**src/design/wb_pkg.sv**
```systemverilog
package wb_pkg;

    localparam int WB_ADR_W = 24;
    localparam int WB_DAT_W = 16;

    typedef logic [WB_ADR_W-1:0] wb_adr_t;  // word address
    typedef logic [WB_DAT_W-1:0] wb_dat_t;

    // ----------------------------------------
    // master side of a classic cycle
    // ----------------------------------------
    typedef struct packed {
        logic cyc;
        logic stb;
        logic we;
        logic [1:0] sel;
        wb_adr_t adr;
        wb_dat_t dat;
        logic burst4;
        logic burst8;  // wins over burst4 when both are set
    } wb_req_t;

endpackage

```
**src/design/link_pkg.sv**
```systemverilog
package link_pkg;

    // ----------------------------------------
    // widths and memory geometry
    // ----------------------------------------
    localparam int LINK_W = 16;
    localparam int ADR_W = 24;
    localparam int MEM_DEPTH = 64;
    localparam int MEM_AW = 6;
    localparam logic HDR_MARKER = 1'b1;  // the lsb of header word 0 marks a header

    typedef logic [LINK_W-1:0] link_word_t;
    typedef logic [ADR_W-1:0] link_adr_t;
    typedef logic [2:0] beat_cnt_t;  // also used as the last-beat index

    typedef enum logic [3:0] {
        CYC_SINGLE = 4'd0,
        CYC_BURST8 = 4'd1,
        CYC_BURST4 = 4'd2
    } cyc_type_e;

    // ----------------------------------------
    // header word 0, msb first
    // ----------------------------------------
    // word 1 of the header carries address bits 15 to 0
    typedef struct packed {
        logic [ADR_W-LINK_W-1:0] adr_hi;
        cyc_type_e cyc;
        logic we;
        logic [1:0] sel;
        logic marker;
    } link_hdr0_t;

    typedef struct packed {
        link_adr_t adr;
        logic we;
        logic [1:0] sel;
        beat_cnt_t last;
    } link_cmd_t;

    typedef struct packed {
        logic ok;
        logic err;
        link_word_t rdata;
    } link_result_t;

    function automatic beat_cnt_t cyc_last(cyc_type_e cyc);
        case (cyc)
            CYC_BURST8: return 3'd7;
            CYC_BURST4: return 3'd3;
            default: return 3'd0;  // unknown types decode as a single beat
        endcase
    endfunction

endpackage
```
**src/design/link_bridge_top.sv**
```systemverilog
`timescale 1ns/10ps

module link_bridge_top (
    input  logic            i_clk,
    input  logic            i_rst,
    input  wb_pkg::wb_req_t wb_req_i,
    output wb_pkg::wb_dat_t wb_dat_o,
    output logic            wb_ack_o,
    output logic            wb_err_o,
    output logic            link_dir_o
);

    // ----------------------------------------
    // link wires, near end to far end
    // ----------------------------------------
    link_pkg::link_word_t cw_word;
    logic cw_req;
    logic cw_dir;

    link_pkg::link_word_t rw_word;
    logic rw_ack;
    logic rw_err;

    // far end internals
    link_pkg::link_cmd_t cmd;
    logic cmd_stb;
    link_pkg::link_word_t beat_word;
    logic beat_stb;
    link_pkg::link_result_t res;
    logic res_stb;

    assign link_dir_o = cw_dir;  // the far end does not use the direction flag

    wb_compressor u_compressor (
        .i_clk     (i_clk),
        .i_rst     (i_rst),
        .wb_req_i  (wb_req_i),
        .wb_dat_o  (wb_dat_o),
        .wb_ack_o  (wb_ack_o),
        .wb_err_o  (wb_err_o),
        .cw_word_o (cw_word),
        .cw_req_o  (cw_req),
        .cw_dir_o  (cw_dir),
        .rw_word_i (rw_word),
        .rw_ack_i  (rw_ack),
        .rw_err_i  (rw_err)
    );

    link_decoder u_decoder (
        .i_clk       (i_clk),
        .i_rst       (i_rst),
        .cw_word_i   (cw_word),
        .cw_req_i    (cw_req),
        .cmd_o       (cmd),
        .cmd_stb_o   (cmd_stb),
        .beat_word_o (beat_word),
        .beat_stb_o  (beat_stb)
    );

    link_target u_target (
        .i_clk       (i_clk),
        .i_rst       (i_rst),
        .cmd_i       (cmd),
        .cmd_stb_i   (cmd_stb),
        .beat_word_i (beat_word),
        .beat_stb_i  (beat_stb),
        .res_o       (res),
        .res_stb_o   (res_stb)
    );

    link_responder u_responder (
        .i_clk     (i_clk),
        .i_rst     (i_rst),
        .cmd_stb_i (cmd_stb),
        .res_i     (res),
        .res_stb_i (res_stb),
        .rw_word_o (rw_word),
        .rw_ack_o  (rw_ack),
        .rw_err_o  (rw_err)
    );

endmodule

```
**src/design/link_responder.sv**
```systemverilog
`timescale 1ns/10ps

module link_responder (
    input  logic                   i_clk,
    input  logic                   i_rst,
    input  logic                   cmd_stb_i,
    input  link_pkg::link_result_t res_i,
    input  logic                   res_stb_i,
    output link_pkg::link_word_t   rw_word_o,
    output logic                   rw_ack_o,
    output logic                   rw_err_o
);

    logic res_ok;
    logic res_err;

    assign res_ok = res_stb_i & res_i.ok;
    assign res_err = res_stb_i & res_i.err;

    always_ff @(posedge i_clk) begin
        if (i_rst) begin
            rw_ack_o <= 1'b0;
            rw_err_o <= 1'b0;
        end else begin
            rw_ack_o <= cmd_stb_i | res_ok;  // header ack shares the ack line
            rw_err_o <= res_err;
        end
    end

    // return word is zero outside a result pulse, including the header ack
    always_ff @(posedge i_clk) begin
        rw_word_o <= res_stb_i ? res_i.rdata : '0;
    end

endmodule

```
**src/design/link_target.sv**
```systemverilog
`timescale 1ns/10ps

module link_target (
    input  logic                   i_clk,
    input  logic                   i_rst,
    input  link_pkg::link_cmd_t    cmd_i,
    input  logic                   cmd_stb_i,
    input  link_pkg::link_word_t   beat_word_i,
    input  logic                   beat_stb_i,
    output link_pkg::link_result_t res_o,
    output logic                   res_stb_o
);

    link_pkg::link_word_t mem [link_pkg::MEM_DEPTH];
    link_pkg::link_cmd_t cmd_q;
    link_pkg::beat_cnt_t cnt;
    logic rd_run;
    logic [link_pkg::ADR_W:0] beat_adr;  // one extra bit so a high start cannot wrap
    logic [link_pkg::MEM_AW-1:0] idx;
    logic in_range;
    logic wr_en;

    assign beat_adr = {1'b0, cmd_q.adr} + (link_pkg::ADR_W + 1)'(cnt);
    assign in_range = beat_adr < (link_pkg::ADR_W + 1)'(link_pkg::MEM_DEPTH);
    assign idx = beat_adr[link_pkg::MEM_AW-1:0];
    assign wr_en = beat_stb_i & in_range;

    // ----------------------------------------
    // beat sequencing and results
    // ----------------------------------------
    always_ff @(posedge i_clk) begin
        if (i_rst) begin
            cmd_q <= '0;
            cnt <= '0;
            rd_run <= 1'b0;
            res_stb_o <= 1'b0;
        end else begin
            res_stb_o <= 1'b0;
            if (cmd_stb_i) begin
                cmd_q <= cmd_i;
                cnt <= '0;
                rd_run <= ~cmd_i.we;  // first read beat follows on the next cycle
            end else if (rd_run) begin
                res_o.ok <= in_range;
                res_o.err <= ~in_range;
                res_o.rdata <= in_range ? mem[idx] : '0;
                res_stb_o <= 1'b1;
                cnt <= cnt + 1'b1;
                if (cnt == cmd_q.last) begin
                    rd_run <= 1'b0;
                end
            end else if (beat_stb_i) begin
                res_o.ok <= in_range;
                res_o.err <= ~in_range;
                res_o.rdata <= '0;
                res_stb_o <= 1'b1;
                cnt <= cnt + 1'b1;
            end
        end
    end

    // sel[1] is the high byte, sel[0] the low byte
    always_ff @(posedge i_clk) begin
        if (i_rst) begin
            for (int i = 0; i < link_pkg::MEM_DEPTH; i++) begin
                mem[i] <= '0;
            end
        end else if (wr_en) begin
            if (cmd_q.sel[1]) begin
                mem[idx][15:8] <= beat_word_i[15:8];
            end
            if (cmd_q.sel[0]) begin
                mem[idx][7:0] <= beat_word_i[7:0];
            end
        end
    end

endmodule

```
**src/design/link_decoder.sv**
```systemverilog
`timescale 1ns/10ps

module link_decoder (
    input  logic                 i_clk,
    input  logic                 i_rst,
    input  link_pkg::link_word_t cw_word_i,
    input  logic                 cw_req_i,
    output link_pkg::link_cmd_t  cmd_o,
    output logic                 cmd_stb_o,
    output link_pkg::link_word_t beat_word_o,
    output logic                 beat_stb_o
);

    typedef enum logic [1:0] {
        ST_IDLE,
        ST_HDR1,
        ST_WDATA
    } state_e;

    state_e state;
    link_pkg::link_hdr0_t hdr_in;
    link_pkg::link_hdr0_t hdr_q;
    link_pkg::beat_cnt_t cnt;

    assign hdr_in = link_pkg::link_hdr0_t'(cw_word_i);

    always_ff @(posedge i_clk) begin
        if (i_rst) begin
            state <= ST_IDLE;
            cmd_stb_o <= 1'b0;
            beat_stb_o <= 1'b0;
            cnt <= '0;
        end else begin
            cmd_stb_o <= 1'b0;
            beat_stb_o <= 1'b0;
            case (state)
                ST_IDLE: begin
                    if (cw_req_i && hdr_in.marker == link_pkg::HDR_MARKER) begin
                        hdr_q <= hdr_in;
                        state <= ST_HDR1;
                    end
                end
                ST_HDR1: begin
                    // word 1 arrives unstrobed in the cycle after word 0
                    cmd_o.adr <= {hdr_q.adr_hi, cw_word_i};
                    cmd_o.we <= hdr_q.we;
                    cmd_o.sel <= hdr_q.sel;
                    cmd_o.last <= link_pkg::cyc_last(hdr_q.cyc);
                    cmd_stb_o <= 1'b1;
                    cnt <= '0;
                    state <= hdr_q.we ? ST_WDATA : ST_IDLE;  // reads are paced by the target
                end
                ST_WDATA: begin
                    if (cw_req_i) begin
                        beat_word_o <= cw_word_i;
                        beat_stb_o <= 1'b1;
                        cnt <= cnt + 1'b1;
                        if (cnt == cmd_o.last) begin
                            state <= ST_IDLE;
                        end
                    end
                end
                default: begin
                    state <= ST_IDLE;
                end
            endcase
        end
    end

endmodule

```
**src/design/wb_compressor.sv**
```systemverilog
`timescale 1ns/10ps

module wb_compressor (
    input  logic                 i_clk,
    input  logic                 i_rst,
    input  wb_pkg::wb_req_t      wb_req_i,
    output wb_pkg::wb_dat_t      wb_dat_o,
    output logic                 wb_ack_o,
    output logic                 wb_err_o,
    output link_pkg::link_word_t cw_word_o,
    output logic                 cw_req_o,
    output logic                 cw_dir_o,
    input  link_pkg::link_word_t rw_word_i,
    input  logic                 rw_ack_i,
    input  logic                 rw_err_i
);

    typedef enum logic [2:0] {
        ST_IDLE,
        ST_HDR1,
        ST_WACK,
        ST_RDATA,
        ST_WDATA,
        ST_WWAIT,
        ST_WDOWN
    } state_e;

    state_e state;
    link_pkg::cyc_type_e cyc_type;
    link_pkg::link_hdr0_t hdr0;
    link_pkg::beat_cnt_t cnt;
    link_pkg::beat_cnt_t last_q;
    logic we_q;
    logic beat_done;
    logic last_beat;
    logic req_seen;

    // ----------------------------------------
    // header word 0 from the live request
    // ----------------------------------------
    always_comb begin
        if (wb_req_i.burst8) begin
            cyc_type = link_pkg::CYC_BURST8;
        end else if (wb_req_i.burst4) begin
            cyc_type = link_pkg::CYC_BURST4;
        end else begin
            cyc_type = link_pkg::CYC_SINGLE;
        end
        hdr0.adr_hi = wb_req_i.adr[link_pkg::ADR_W-1:link_pkg::LINK_W];
        hdr0.cyc = cyc_type;
        hdr0.we = wb_req_i.we;
        hdr0.sel = wb_req_i.sel;
        hdr0.marker = link_pkg::HDR_MARKER;
    end

    assign req_seen = wb_req_i.cyc & wb_req_i.stb;
    assign beat_done = rw_ack_i | rw_err_i;
    assign last_beat = (cnt == last_q);

    always_ff @(posedge i_clk) begin
        if (i_rst) begin
            state <= ST_IDLE;
            cw_req_o <= 1'b0;
            cw_dir_o <= 1'b0;
            wb_ack_o <= 1'b0;
            wb_err_o <= 1'b0;
            we_q <= 1'b0;
            last_q <= '0;
            cnt <= '0;
        end else begin
            cw_req_o <= 1'b0;  // every strobe is a single pulse
            wb_ack_o <= 1'b0;
            wb_err_o <= 1'b0;
            case (state)
                ST_IDLE: begin
                    if (req_seen) begin
                        cw_word_o <= link_pkg::link_word_t'(hdr0);
                        cw_req_o <= 1'b1;
                        we_q <= wb_req_i.we;
                        last_q <= link_pkg::cyc_last(cyc_type);
                        cnt <= '0;
                        state <= ST_HDR1;
                    end
                end
                ST_HDR1: begin
                    cw_word_o <= wb_req_i.adr[link_pkg::LINK_W-1:0];  // rides without a strobe
                    state <= ST_WACK;
                end
                ST_WACK: begin
                    if (rw_ack_i) begin
                        if (we_q) begin
                            cw_word_o <= wb_req_i.dat;
                            cw_req_o <= 1'b1;
                            state <= ST_WDATA;
                        end else begin
                            cw_dir_o <= 1'b1;  // far end now drives the return words
                            state <= ST_RDATA;
                        end
                    end
                end
                ST_RDATA: begin
                    if (beat_done) begin
                        wb_ack_o <= rw_ack_i;
                        wb_err_o <= rw_err_i;
                        wb_dat_o <= rw_word_i;
                        cnt <= cnt + 1'b1;
                        if (last_beat) begin
                            cw_dir_o <= 1'b0;
                            state <= ST_WDOWN;
                        end
                    end
                end
                ST_WDATA: begin
                    if (beat_done) begin
                        wb_ack_o <= rw_ack_i;
                        wb_err_o <= rw_err_i;
                        cnt <= cnt + 1'b1;
                        state <= last_beat ? ST_WDOWN : ST_WWAIT;
                    end
                end
                ST_WWAIT: begin
                    // the master re-strobes with the next word once it has seen the ack
                    if (req_seen && !wb_ack_o) begin
                        cw_word_o <= wb_req_i.dat;
                        cw_req_o <= 1'b1;
                        state <= ST_WDATA;
                    end
                end
                ST_WDOWN: begin
                    state <= ST_IDLE;  // lets the master drop cyc before the next sample
                end
                default: begin
                    state <= ST_IDLE;
                end
            endcase
        end
    end

endmodule

```
**config.mk**
```make
export PLATFORM = sky130hd
export DESIGN_NAME = link_bridge_top
export DESIGN_NICKNAME = d
export VERILOG_FILES = /design/src/design/wb_pkg.sv /design/src/design/link_pkg.sv /design/src/design/link_bridge_top.sv /design/src/design/link_responder.sv /design/src/design/link_target.sv /design/src/design/link_decoder.sv /design/src/design/wb_compressor.sv
export SDC_FILE = /design/constraint.sdc
export NUM_CORES = 2
export LEC_CHECK = 0
export BUFFER_PORTS_ARGS = -buffer_cell sky130_fd_sc_hd__buf_2
export CAP_MARGIN = 20
export CORE_MARGIN = 2
export CORE_UTILIZATION = 60
export CTS_BUF_LIST = sky130_fd_sc_hd__clkbuf_16
export DETAILED_ROUTE_END_ITERATION = 16
export PLACE_DENSITY = 0.76
export SYNTH_ARGS = -nofsm -noshare
export SYNTH_HDL_FRONTEND = slang
export SYNTH_SLANG_ARGS = --single-unit
```
**constraint.sdc**
```tcl
create_clock -name i_clk -period 5.45 [get_ports i_clk]
set_input_delay 0 -clock i_clk [delete_from_list [all_inputs] [get_ports i_clk]]
set_output_delay 0 -clock i_clk [all_outputs]
set_load 0.05 [all_outputs]
```
Word level (Yosys, flattened, before mapping)
Memories as Yosys holds them, arrays and structs flattened. Index checks and enable logic that the tools add are counted.

Register bits: 184. Bits in writable memories: 1024. Input port bits: 49. Output and inout bits: 19. Word-level logic and storage cells: 170. Memories: 1.

Add/subtract/negate cells: 4. $lt $le $gt $ge: 1. Equality and inequality tests: 26. Muxes and demuxes: 63. Bitwise logic cells: 13. Reductions and logical operators: 27.

Memory list: u_target.mem (depth 64, bits a word 16, rd ports 1, clocked after Yosys merged registers in 0, wr ports 64, RTL line link_target.sv:14) `link_pkg::link_word_t mem [link_pkg::MEM_DEPTH];`.

Operators with widths (count): 16-bit two-way mux (6); 16-bit one-hot mux with 4 select lines (1); 18-bit two-way mux (2); 3-bit two-way mux (12); 24-bit by 3-bit adder with 25-bit output (1); 25-bit by 7-bit less-than comparator with 1-bit output (second input constant) (1); 1-bit two-way mux (25); 3-bit one-hot mux with 2 select lines (4); 2-bit by 1-bit != test with 1-bit output (second input constant) (10); 3-bit one-hot mux with 6 select lines (1); 3-bit AND reduction (6); 16-bit OR reduction (1); 2-bit two-way mux (7); 6-bit AND reduction (2); 3-bit by 1-bit adder with 3-bit output (second input constant) (3); 3-bit equality test (3); 4-bit by 1-bit equality test with 1-bit output (second input constant) (2); 4-bit by 2-bit equality test with 1-bit output (second input constant) (2); 2-bit nonzero test (4); 1-bit NOT (7); 3-bit by 2-bit equality test with 1-bit output (second input constant) (2); 3-bit equality test (second input constant) (2); 6-bit two-way mux (1); 2-bit one-hot mux with 3 select lines (1); other kinds (18) (28).

Logic depth before layout (Yosys ltp)
Word-level depth: 8. Mapped depth: 14. Gate-level depth less buffers: 11.

Modules after synthesis
Synthesis repeated with hierarchy kept, for this count alone.

Cells, all modules: 4155. Area total of the unflattened synthesis: 51868.5 um2.

By module, submodules not included: link_target (instances 1, cells each 3806, area each 46797.4 um2, sequential area each 31970.7 um2); wb_compressor (instances 1, cells each 206, area each 2346.0 um2, sequential area each 1221.2 um2); link_decoder (instances 1, cells each 104, area each 2214.6 um2, sequential area each 1941.9 um2); link_responder (instances 1, cells each 39, area each 510.5 um2, sequential area each 360.3 um2).

Worst setup path after synthesis
OpenSTA, ideal clock, no wires.

Kind: register to register. Start point: register u_compressor.wb_ack_o. End point: register u_compressor.cw_word_o[0] (enable). Setup time: 478 ps. Data arrival time: 3619 ps. Required time: 4972 ps. Setup slack: 1353 ps. Cell stages (with the launch flop): 5. Path buffers: 0. Period minus slack after synthesis: 4097 ps. Path through: dfxtp_1 -> nand3b_1 -> a31oi_1 -> o32ai_1 -> a2111oi_0.

Word-level cells in the longest chain between the ends: 4.

RTL lines: start, declared (RTL line wb_compressor.sv:8) `output logic wb_ack_o,`; start signal, assigned (RTL line wb_compressor.sv:103) `wb_ack_o <= rw_ack_i;`; start signal, assigned (RTL line wb_compressor.sv:115) `wb_ack_o <= rw_ack_i;`; 1-bit logical NOT (RTL line wb_compressor.sv:123) `if (req_seen && !wb_ack_o) begin`; 1-bit logical AND (RTL line wb_compressor.sv:123); 2-bit by 1-bit != test with 1-bit output (no line); 6-bit AND reduction (no line); end signal, assigned (RTL line wb_compressor.sv:86) `cw_word_o <= wb_req_i.adr[link_pkg::LINK_W-1:0];`; end signal, assigned (RTL line wb_compressor.sv:92) `cw_word_o <= wb_req_i.dat;`; end signal, assigned (RTL line wb_compressor.sv:124) `cw_word_o <= wb_req_i.dat;`; end, declared (RTL line wb_compressor.sv:10) `output link_pkg::link_word_t cw_word_o,`.

No other way between the ends. A chain may end at the register's enable or synchronous reset.

==> flow_summary.yaml <==
status:
  outcome: "completed"
die:
  die_y_um: 303
  row_count: 109
  die-area_um2: 91900
  io_pins: 68
  fp.dieW_um: 303
  core_region_area_um2: 88500
  start_util: 0.606
clock_tree:
  cts.reportedPaths.clkPinSlew_ps: 70
  cts-resized-gates: 0
  ctsHoldBuffers: 46
  clock-root-buffer: "clkbuf_16"
  htree_levels: 3
  postCtsSetupRepairBufs: 0
  cts_buffer_depth: 3
  tritoncts: "yes"
  cts_sinks: 1205
  clk_latency_ps: 720
  cts_buffers: 114
setup_path:
  critical_path_class: "reg2reg"
  crit_arrival_ps: 5210
  required_ps: 5850
  rrSetupSlack_ps: 640
  cp_max_fo: 129
  critPathCaptureType: "register"
  cp_cell_sequence: "ha_4 -> inv_1 -> fa_4 -> nand2b_1 -> a2111oi_4 -> and4b_1 -> o22ai_1 -> or4_1 -> nor3_4 -> buf_12 -> a31o_2"
  crit_path_start_kind: "register"
  slowest_stage: "buf_12"
  cpPeakStageDelay_ps: 670
  path_delay_family: "simple AND/OR/NAND/NOR gates"
  cp_num_buf_inv: 2
routing:
  avgViaCountPerCell: 7.41
  routed_wl_um: 191000
  vias: 42047
  ant_nets: 0
  first_pass_iters: 13
  drt_iter0_markers: 8968
  drc: 0
  drt-wirelength-per-cell_um: 33.7
synthesis:
  syn_avg_cell_area_um2: 11.9
  synthAdderAreaFrac: 0.00177
  synth_xor_area_frac: 0.00245
  synth_top_area_frac: 0.634
  synth_cell_type_count: 68
  synth_top_family_by_area: "simple AND/OR/NAND/NOR gates"
  synth_compound_gate_area_share: 0.104
  synth_area_leaders: "edfxtp_1 (63%), nor3_1 (9.9%), nand2_1 (3.3%)"
  async_reset_ff_frac: 0
  ys_seq_elements: 1205
  yosys.area.top_type: "edfxtp_1"
  yosysSeqAreaShare: 0.661
  synth-main-ff-cell: "edfxtp_1"
  muxShareOfSynthArea: 0.0265
  synth_cells: 4510
  synth.net_count: 4566
  synth-simple-area-share: 0.164
  ys_warn_count: 0
  syn_area_um2: 53700
  synth_edf_count: 1134
power:
  leakage_uw: 0.0191
  p_sw_frac: 0.253
  combPwrFrac: 0.090
  p_int_uw: 15500
  clockPowerShare: 0.392
  pwr-share-seq: 0.518
  fin_total_pwr_uw: 20700
  p_sw_uw: 5250
  ir_drop_uv: 380
  cellPowerDensity_nw_per_um2: 349
sta:
  fin_crit_sh: 0.882
  maxSlewHeadroom: 0.226
  finalHoldViolations: 0
  fin_hold_ws_ps: 91.8
  tightest_slew_ps: 1160
  max_freq_mhz: 208
  drv_slew: 0
  grt_setup_unrepaired: "no"
  finalSetupViolations: 0
  fin_skew_ps: 20.4
  period_needed_ps: 4810
  setup_tns_ps: 0
cells_and_area:
  num_antenna_cells: 0
  final_common_cell: "edfxtp_1"
  finalNetCount: 4468
  area_delta_synth_final_pct: 10.6
  layout-drive-gt1-share: 0.134
  layout_common_cells: "edfxtp_1 (1,134), nor3_1 (1,044), nand2_1 (476)"
global_routing:
  grt_max_degree: 163
  grt_pass1_wl_um: 268000
  antenna_found_initial: 7
  grt_pass1_vias: 37448
  groute.usage.overall: 0.411
  grt-ovfl-total: 0
place:
  dp_hpwl_um: 131000
  gp_congestion: 1.06
  portBuffers: 67
min_path:
  hp-class: "in2reg"
run:
  max_cap_violations: 0
==> sequential cells by signal, summed over array words and instances (netlist names), 2 cells and up <==
| signal | flops |
|---|---|
| u_compressor.cnt | 3 |
| u_compressor.cw_word_o | 16 |
| u_compressor.last_q | 2 |
| u_compressor.state | 3 |
| u_compressor.wb_dat_o | 16 |
| u_decoder.beat_word_o | 16 |
| u_decoder.cmd_o | 29 |
| u_decoder.cnt | 3 |
| u_decoder.hdr_q | 15 |
| u_decoder.state | 2 |
| u_responder.rw_word_o | 16 |
| u_target.cmd_q | 28 |
| u_target.cnt | 3 |
| u_target.mem | 1024 |
| u_target.res_o | 18 |
==> cell families after synthesis <==
group	count (synthesis)
multiplexers	131
AO/OA/AOI/OAI	798
XOR/XNOR	15
adder cells (fa/ha/maj)	7
buffers and inverters	495
flip-flops	1205
AND/OR/NAND/NOR	1859
==> worst register-to-register path, delay by kind of cell, from the launching register on <==
family,cells,cell delay [ps]
AO/OA/AOI/OAI,3,1140
adder cells (fa/ha/maj),2,680
buffers and inverters,2,730
flip-flops,1,460
AND/OR/NAND/NOR,4,1460
==> metal layers <==
metal	wire, um	share of wire	up-vias	global-route usage
met5	375	0.0020	-	0.0150
met4	5700	0.030	22	0.0869
met3	43700	0.23	514	0.264
met2	76200	0.40	4328	0.549
met1	65100	0.34	20047	0.563
li1	-	-	17136	-
==> Yosys cell counts, types with 8 or more instances <==
cell,instances
and3_1,15
buf_6,29
o221ai_1,8
and2_1,19
a222oi_1,10
clkbuf_1,344
mux2_2,8
a31o_2,128
buf_2,56
dfxtp_1,71
nand2_1,479
nor2_1,121
nand3_1,56
mux2i_1,115
nand4_1,15
a22oi_1,197
nand3b_1,14
or4_1,9
nand2b_1,9
a41oi_1,16
nor3_1,1057
a21oi_1,201
xnor2_1,8
o211ai_1,10
buf_1,54
o21ai_0,44
o22ai_1,28
edfxtp_1,1134
inv_1,10
mux4_2,8
a31oi_1,65
a221oi_1,38
nor4_1,25
nor3b_1,12
==> layout make-up <==
type / instances / area [um2]
clock inverters: 100 / 913
inverters: 11 / 48.8
repair buffers: 270 / 2240
clock buffers: 115 / 2880
multi-input cells: 2810 / 16400
fillers: 6246 / 29100
well taps: 1165 / 1460
flip-flops and latches: 1205 / 35500
==> power groups by stage <==
stage          Clock [uW]  Combinational [uW]  Sequential [uW]
2_1_floorplan           0                1270            10700
3_3_place_gp            0                1610            10900
3_5_place_dp            0                1640            10900
4_1_cts              8050                1770            10700
5_1_grt              8420                1960            10700
6_report             8120                1870            10700
==> per-stage QoR <==
stage	utilization	area [um2]	worst slack, ps	cells
2_1_floorplan	-	53700	1350	4510
3_3_place_gp	0.623	55100	874	5415
3_5_place_dp	0.623	55100	828	5415
4_1_cts	0.671	59400	778	5676
5_1_grt	0.671	59400	601	5676
6_report	0.671	59400	643	5676
==> path summary, 6_finish.rpt <==
| kind | start | end | cells past startpoint |
|---|---|---|---|
| worst min-delay path | wb_req_i[11] | u_compressor.cw_word_o[9] | 4 |
| worst max register to register | u_target.cnt[0] | u_target.mem[11][10] | 11 |
| worst max-delay path | u_target.cnt[0] | u_target.mem[11][10] | 11 |
| worst min register to register | u_responder.rw_word_o[12] | u_compressor.wb_dat_o[12] | 0 |
Power figures use the tool's default switching activity.
